<file path="src/stripe_consts.svh">
`ifndef STRIPE_CONSTS_SVH
`define STRIPE_CONSTS_SVH

// number of banks behind the striper, kept a power of two
`define STRIPE_NUM_S 4

// manager side byte address and data path
`define STRIPE_ADDR_W 12
`define STRIPE_DATA_W 32
`define STRIPE_STRB_W 4
`define STRIPE_ID_W 4

// bank select and byte offset field widths of a manager address
`define STRIPE_SEL_W 2
`define STRIPE_OFF_W 2

// storage depth of one bank in words and its index width
`define STRIPE_BANK_WORDS 64
`define STRIPE_BANK_AW 6

`define STRIPE_RESP_OKAY 2'd0
`define STRIPE_RESP_SLVERR 2'd2

`endif
</file>
<file path="src/stripe_pkg.sv">
`include "stripe_consts.svh"

package stripe_pkg;

  // ------------------------------------------------------------------------
  // address layout
  // ------------------------------------------------------------------------

  // a manager byte address splits into the word inside a bank, the bank
  // select and the byte offset inside the word
  // manager word w lives in bank (w mod NUM_S) at local word (w / NUM_S)
  typedef struct packed {
    logic [`STRIPE_ADDR_W-`STRIPE_SEL_W-`STRIPE_OFF_W-1:0] word;
    logic [`STRIPE_SEL_W-1:0]                              sel;
    logic [`STRIPE_OFF_W-1:0]                              off;
  } stripe_addr_s;

  // the same address seen flat for alignment and length handling, or
  // through its fields for the bank split
  typedef union packed {
    logic [`STRIPE_ADDR_W-1:0] flat;
    stripe_addr_s              f;
  } stripe_addr_u;

  // ------------------------------------------------------------------------
  // write response
  // ------------------------------------------------------------------------

  // only the two codes the banks can return
  typedef enum logic [1:0] {
    OKAY   = `STRIPE_RESP_OKAY,
    SLVERR = `STRIPE_RESP_SLVERR
  } stripe_resp_e;

endpackage

</file>
<file path="src/stripe_axi_if.sv">
`include "stripe_consts.svh"

// one AXI write link between the striper and a bank
// the read channels are not part of this design
interface stripe_axi_if;

  // write address channel
  logic                     awvalid;
  logic [`STRIPE_ADDR_W-1:0] awaddr;
  logic [`STRIPE_ID_W-1:0]   awid;
  logic [7:0]               awlen;
  logic [2:0]               awsize;
  logic [1:0]               awburst;
  logic                     awready;

  // write data channel
  logic                     wvalid;
  logic [`STRIPE_DATA_W-1:0] wdata;
  logic [`STRIPE_STRB_W-1:0] wstrb;
  logic                     wlast;
  logic                     wready;

  // write response channel
  logic                     bvalid;
  logic [`STRIPE_ID_W-1:0]   bid;
  stripe_pkg::stripe_resp_e bresp;
  logic                     bready;

  // the side that issues bursts
  modport mgr (
    output awvalid, awaddr, awid, awlen, awsize, awburst,
    input  awready,
    output wvalid, wdata, wstrb, wlast,
    input  wready,
    input  bvalid, bid, bresp,
    output bready
  );

  // the side that stores them
  modport sub (
    input  awvalid, awaddr, awid, awlen, awsize, awburst,
    output awready,
    input  wvalid, wdata, wstrb, wlast,
    output wready,
    output bvalid, bid, bresp,
    input  bready
  );

endinterface

</file>
<file path="src/axi_wr_bank.sv">
`include "stripe_consts.svh"

// one storage bank behind the striper with an AXI write side and a plain
// registered read port
module axi_wr_bank (
  input  logic                       clk,
  input  logic                       rst_n,
  stripe_axi_if.sub                  s,
  input  logic [`STRIPE_BANK_AW-1:0] rd_addr,
  output logic [`STRIPE_DATA_W-1:0]  rd_data
);

  localparam int WPTR_W = `STRIPE_ADDR_W - `STRIPE_OFF_W;

  logic                     aw_rdy;
  logic                     w_rdy;
  logic                     b_vld;
  logic                     w_hs;
  logic                     ovf;
  logic                     err;
  logic [WPTR_W-1:0]        wptr;
  logic [7:0]               beat;
  logic [7:0]               len;
  logic [`STRIPE_ID_W-1:0]   id_q;
  stripe_pkg::stripe_resp_e resp_q;
  logic [`STRIPE_DATA_W-1:0] mem [`STRIPE_BANK_WORDS];

  assign s.awready = aw_rdy;
  assign s.wready  = w_rdy;
  assign s.bvalid  = b_vld;
  assign s.bid     = id_q;
  assign s.bresp   = resp_q;

  assign w_hs = s.wvalid && w_rdy;
  // a word past the bank depth is dropped and marks the burst as failed
  assign ovf  = wptr >= WPTR_W'(`STRIPE_BANK_WORDS);

  // one burst at a time, so wready doubles as the in-burst flag
  always_ff @(posedge clk) begin
    if (!rst_n) begin
      aw_rdy <= 1'b1;
      w_rdy  <= 1'b0;
      b_vld  <= 1'b0;
    end else begin
      if (s.awvalid && aw_rdy) begin
        aw_rdy <= 1'b0;
        w_rdy  <= 1'b1;
      end
      if (w_hs && s.wlast) begin
        w_rdy <= 1'b0;
        b_vld <= 1'b1;
      end
      if (b_vld && s.bready) begin
        b_vld  <= 1'b0;
        aw_rdy <= 1'b1;
      end
    end
  end

  always_ff @(posedge clk) begin
    if (s.awvalid && aw_rdy) begin
      wptr <= s.awaddr[`STRIPE_ADDR_W-1:`STRIPE_OFF_W];
      len  <= s.awlen;
      beat <= '0;
      id_q <= s.awid;
      err  <= 1'b0;
    end else if (w_hs) begin
      wptr <= wptr + 1'b1;
      beat <= beat + 1'b1;
      err  <= err || ovf;
      // the final beat settles the response for the whole burst
      if (s.wlast) begin
        if (err || ovf) begin
          resp_q <= stripe_pkg::SLVERR;
        end else begin
          resp_q <= stripe_pkg::OKAY;
        end
      end
    end
  end

  // byte lanes are written under wstrb and the read data follows rd_addr by
  // one cycle
  always_ff @(posedge clk) begin
    if (w_hs && !ovf) begin
      for (int b = 0; b < `STRIPE_STRB_W; b++) begin
        if (s.wstrb[b]) begin
          mem[wptr[`STRIPE_BANK_AW-1:0]][8*b +: 8] <= s.wdata[8*b +: 8];
        end
      end
    end
    rd_data <= mem[rd_addr];
  end

  a_w_in_burst : assert property (@(posedge clk) disable iff (!rst_n)
    s.wvalid |-> w_rdy);

  a_wlast_final : assert property (@(posedge clk) disable iff (!rst_n)
    w_hs |-> s.wlast == (beat == len));

endmodule

</file>
<file path="src/flat_wrapper.sv">
// flat-port wrapper written by rule: the top's interface ports become plain ports
module axi_wr_bank_flat 
  (clk, rst_n, rd_addr, rd_data, s_awvalid, s_awaddr, s_awid, s_awlen, s_awsize, s_awburst, s_awready, s_wvalid, s_wdata, s_wstrb, s_wlast, s_wready, s_bvalid, s_bid, s_bresp, s_bready);
  stripe_axi_if s_i ();
  input  logic clk;
  input  logic rst_n;
  input  logic [`STRIPE_BANK_AW-1:0] rd_addr;
  output logic [`STRIPE_DATA_W-1:0] rd_data;
  input wire logic [$bits(s_i.awvalid)-1:0] s_awvalid;
  input wire logic [$bits(s_i.awaddr)-1:0] s_awaddr;
  input wire logic [$bits(s_i.awid)-1:0] s_awid;
  input wire logic [$bits(s_i.awlen)-1:0] s_awlen;
  input wire logic [$bits(s_i.awsize)-1:0] s_awsize;
  input wire logic [$bits(s_i.awburst)-1:0] s_awburst;
  output wire logic [$bits(s_i.awready)-1:0] s_awready;
  input wire logic [$bits(s_i.wvalid)-1:0] s_wvalid;
  input wire logic [$bits(s_i.wdata)-1:0] s_wdata;
  input wire logic [$bits(s_i.wstrb)-1:0] s_wstrb;
  input wire logic [$bits(s_i.wlast)-1:0] s_wlast;
  output wire logic [$bits(s_i.wready)-1:0] s_wready;
  output wire logic [$bits(s_i.bvalid)-1:0] s_bvalid;
  output wire logic [$bits(s_i.bid)-1:0] s_bid;
  output wire logic [$bits(s_i.bresp)-1:0] s_bresp;
  input wire logic [$bits(s_i.bready)-1:0] s_bready;
  assign s_i.awvalid = s_awvalid;
  assign s_i.awaddr = s_awaddr;
  assign s_i.awid = s_awid;
  assign s_i.awlen = s_awlen;
  assign s_i.awsize = s_awsize;
  assign s_i.awburst = s_awburst;
  assign s_awready = s_i.awready;
  assign s_i.wvalid = s_wvalid;
  assign s_i.wdata = s_wdata;
  assign s_i.wstrb = s_wstrb;
  assign s_i.wlast = s_wlast;
  assign s_wready = s_i.wready;
  assign s_bvalid = s_i.bvalid;
  assign s_bid = s_i.bid;
  assign s_bresp = s_i.bresp;
  assign s_i.bready = s_bready;
  axi_wr_bank u_core (.clk(clk), .rst_n(rst_n), .s(s_i), .rd_addr(rd_addr), .rd_data(rd_data));
endmodule
</file>
<file path="config.mk">
export PLATFORM = sky130hd
export DESIGN_NAME = axi_wr_bank_flat
export DESIGN_NICKNAME = d
export VERILOG_FILES = /design/src/stripe_pkg.sv /design/src/stripe_axi_if.sv /design/src/axi_wr_bank.sv /design/src/flat_wrapper.sv
export VERILOG_INCLUDE_DIRS = /design/src /design/src/src
export SDC_FILE = /design/constraint.sdc
export NUM_CORES = 2
export LEC_CHECK = 0
export BUFFER_PORTS_ARGS = -buffer_cell sky130_fd_sc_hd__buf_2
export CORE_MARGIN = 2
export CORE_UTILIZATION = 37
export CTS_CLUSTER_DIAMETER = 150
export DETAILED_ROUTE_END_ITERATION = 8
export PLACE_DENSITY_LB_ADDON = 0.08
export SLEW_MARGIN = 20
export SYNTH_ARGS = -nofsm -noshare
export SYNTH_HDL_FRONTEND = slang
export SYNTH_SLANG_ARGS = --single-unit
</file>
<file path="constraint.sdc">
create_clock -name clk -period 3.1 [get_ports clk]
set_input_delay 0 -clock clk [delete_from_list [all_inputs] [get_ports clk]]
set_output_delay 0 -clock clk [all_outputs]
set_load 0.05 [all_outputs]
</file>
==> flow_summary.ini <==
[grt]
overflow = 0
grt_max_degree = 73
grt_first_pass_wirelength_um = 329000
grt_pass1_vias = 41483
antenna_found_initial = 12
grt_usage_pct = 21.2

[pwr]
internal_power_mw = 47.4
p_clk_share_pct = 42.8
switching_power_mw = 13.5
swShare_pct = 22.1
pwr-share-seq_pct = 51.4
p_leak_nw = 30.7
power_frac_comb_pct = 5.8
vdd_drop_max_mv = 0.479
power.density_nw_per_um2 = 636

[sta]
setup_ws_ns = 0.237
holdWs_ns = 0.117
setup_tns_ns = 0
skew_ns = 0.0520
relSlewSlack_pct = 29.1
hold_viol = 0
finalCritPeriodShare_pct = 92.4
clock.fmax_mhz = 349
setup_viol = 0
worstMarginPinSlew_ns = 1.06
min_period_ns = 2.86
rsz0062_at_grt = no
final_max_slew_viol_count = 0

[setup_path]
start_kind = register
rrSetupSlack_ns = 0.24
r2r-start = u_core.mem[31][8]$_DFFE_PP_
cp-end-kind = register
critPathRequiredTime_ns = 3.85
cp_max_fo = 1
crit_type = register to register
crit_arrival_ns = 3.61
r2r-end = u_core.rd_data[8]$_DFF_P_
ff2ff_path_depth = 7

[worst_hold_path]
min-delay-start = s_wdata[15]
hp-class = input pin to register
worstHoldPathCells = 2
whs_endpoint = u_core.mem[20][15]$_DFFE_PP_

[routing]
drt_first_pass_iters = 5
route.detailed.drc = 0
wire_per_inst_um = 31.7
via_per_inst = 5.38
via_count = 40202
first_iter_violations = 3934
drt-total-wl_um = 237000
ant_nets = 0

[outcome]
status = finished clean

[yosys]
synth_seq_area_share_pct = 77.7
syn_area_um2 = 80600
avgSynthCellArea_um2 = 21.7
yosys_register_bits = 2099
synthesis.instances = 3716
synth_most_common_cell = edfxtp_1
synth_area_leaders = edfxtp_1 (77%), mux4_2 (14%), nor2_1 (1.3%), o22ai_1 (1.0%), dfxtp_1 (0.89%)
synth_edf_count = 2063
synth_commonest_cells = edfxtp_1 (2063), mux4_2 (499), nor2_1 (272)
synth-warning-count = 0
ys_async_sr_fraction_pct = 0
yosysTopAreaCellShare_pct = 76.9
synth_flop_cell = edfxtp_1
synth_nets = 3795
yosysTopAreaCell = edfxtp_1
synth_cell_types = 54

[floorplan]
die_area_um2 = 222000
start_util_pct = 37.2
die-height_um = 471
io_pins = 118
die_w_um = 471
std_cell_rows = 171
core_um2 = 217000

[clock_tree]
cts_root_buf = clkbuf_16
cts_sinks = 2099
ctsLongestPathBuffers = 3
cts_setup_buffers = 0
ctsHoldBuffers = 94
path_clk_slew_ns = 0.06
cts_tree = yes
cts_buffers = 222
clock_latency_ns = 0.86
cts_resized = 0
htreeDepth = 4

[place]
io_buffers = 101
pre_cts_ws_ns = 0.452
place_congestion = 0.782
dpl.hpwl_um = 155000
placed_cells = 6954

[cells_and_area]
area_growth_syn_to_layout_pct = 18.9
fin_cells = 7478
final_layout_size_suffix_gt1_share_pct = 31.9
final_nets = 4498

[flow_run]
maxCapViolations = 0
## flip-flops by register name, summed over array words and instances (netlist names)
signal	flops
u_core.s.bvalid	1
u_core.rd_data	32
u_core.s.wready	1
u_core.wptr	10
u_core.s.bresp	1
u_core.err	1
u_core.s.awready	1
u_core.s.bid	4
u_core.mem	2048
## power by group through the flow
stage,Combinational [mW],Sequential [mW],Clock [mW]
4_1_cts,3.57,31.3,26.7
5_1_grt,3.71,31.3,27.8
3_3_place_gp,3.44,31.9,0
2_1_floorplan,1.50,32.1,0
6_report,3.51,31.3,26.1
3_5_place_dp,3.45,31.9,0
## routing by layer
layer | wire (um) | vias up | part of all wire, % | track usage [%]
li1 | - | 16995 | - | -
met4 | 5440 | 0 | 2.3 | 5.47
met2 | 114000 | 1065 | 48 | 34.1
met5 | 0 | - | 0 | 0
met3 | 12900 | 267 | 5.5 | 4.13
met1 | 104000 | 21875 | 44 | 29.8
## metrics by stage
stage | total power, mW | instance area, um^2 | util [%]
floorplan | 33.6 | 80600 | -
global placement | 35.4 | 87700 | 40.4
detailed placement | 35.4 | 87700 | 40.4
CTS | 61.6 | 95800 | 44.1
global route | 62.8 | 95800 | 44.2
finish | 60.9 | 95800 | 44.2
## how the worst max path moves through the flow
stage / start / to
floorplan: u_core.wptr[6]$_DFFE_PP_ / u_core.mem[16][0]$_DFFE_PP_
global placement: rd_addr[3] / u_core.rd_data[12]$_DFF_P_
detailed placement: rd_addr[3] / u_core.rd_data[12]$_DFF_P_
CTS: u_core.mem[30][8]$_DFFE_PP_ / u_core.rd_data[8]$_DFF_P_
global route: u_core.mem[31][8]$_DFFE_PP_ / u_core.rd_data[8]$_DFF_P_
finish: u_core.mem[31][8]$_DFFE_PP_ / u_core.rd_data[8]$_DFF_P_
## cells in the final DEF (no fill, tap or decap), types with 34 or more instances in the layout
cell           count
clkinv_2          34
edfxtp_1        2063
mux2i_1           67
buf_2             94
dfxtp_1           36
dlygate4sd3_1     94
nand2_1          123
mux4_2           499
clkbuf_1          56
clkbuf_16        223
clkinv_1          47
buf_12            36
o22ai_1          129
nor2_1           271
buf_4            472
## cell families (layout without fill, tap and decap cells)
group	after synthesis	in the layout	synth area share, %
compound gates	257	257	2.15
xor+xnor	7	7	0.0761
fa+ha+maj	2	2	0.0310
buf+inv	224	1120	1.63
flops	2099	2099	77.7
mux	609	609	15.6
other cells	1	13	0.00465
simple gates	517	517	2.80
## layout make-up
type                            count  area [um^2]
Multi-Input combinational cell   1393        16700
Tap cell                         2854         3570
Clock buffer                      305         6150
Sequential cell                  2099        62700
Clock inverter                    112         1020
Inverter                            4         15.0
Timing Repair Buffer              699         5720
Fill cell                       18868       121000
Antenna cell                       12         30.0
## worst max-delay path, stage by stage (launching register included)
cell	delay, ns
edfxtp_1	0.36
mux4_2	0.51
mux2i_1	0.34
nand2_1	0.12
o211ai_1	0.15
dlygate4sd3_1	0.63
a31oi_1	0.09
dlygate4sd3_1	0.58
No activity file was read; power rests on OpenSTA's default activity.
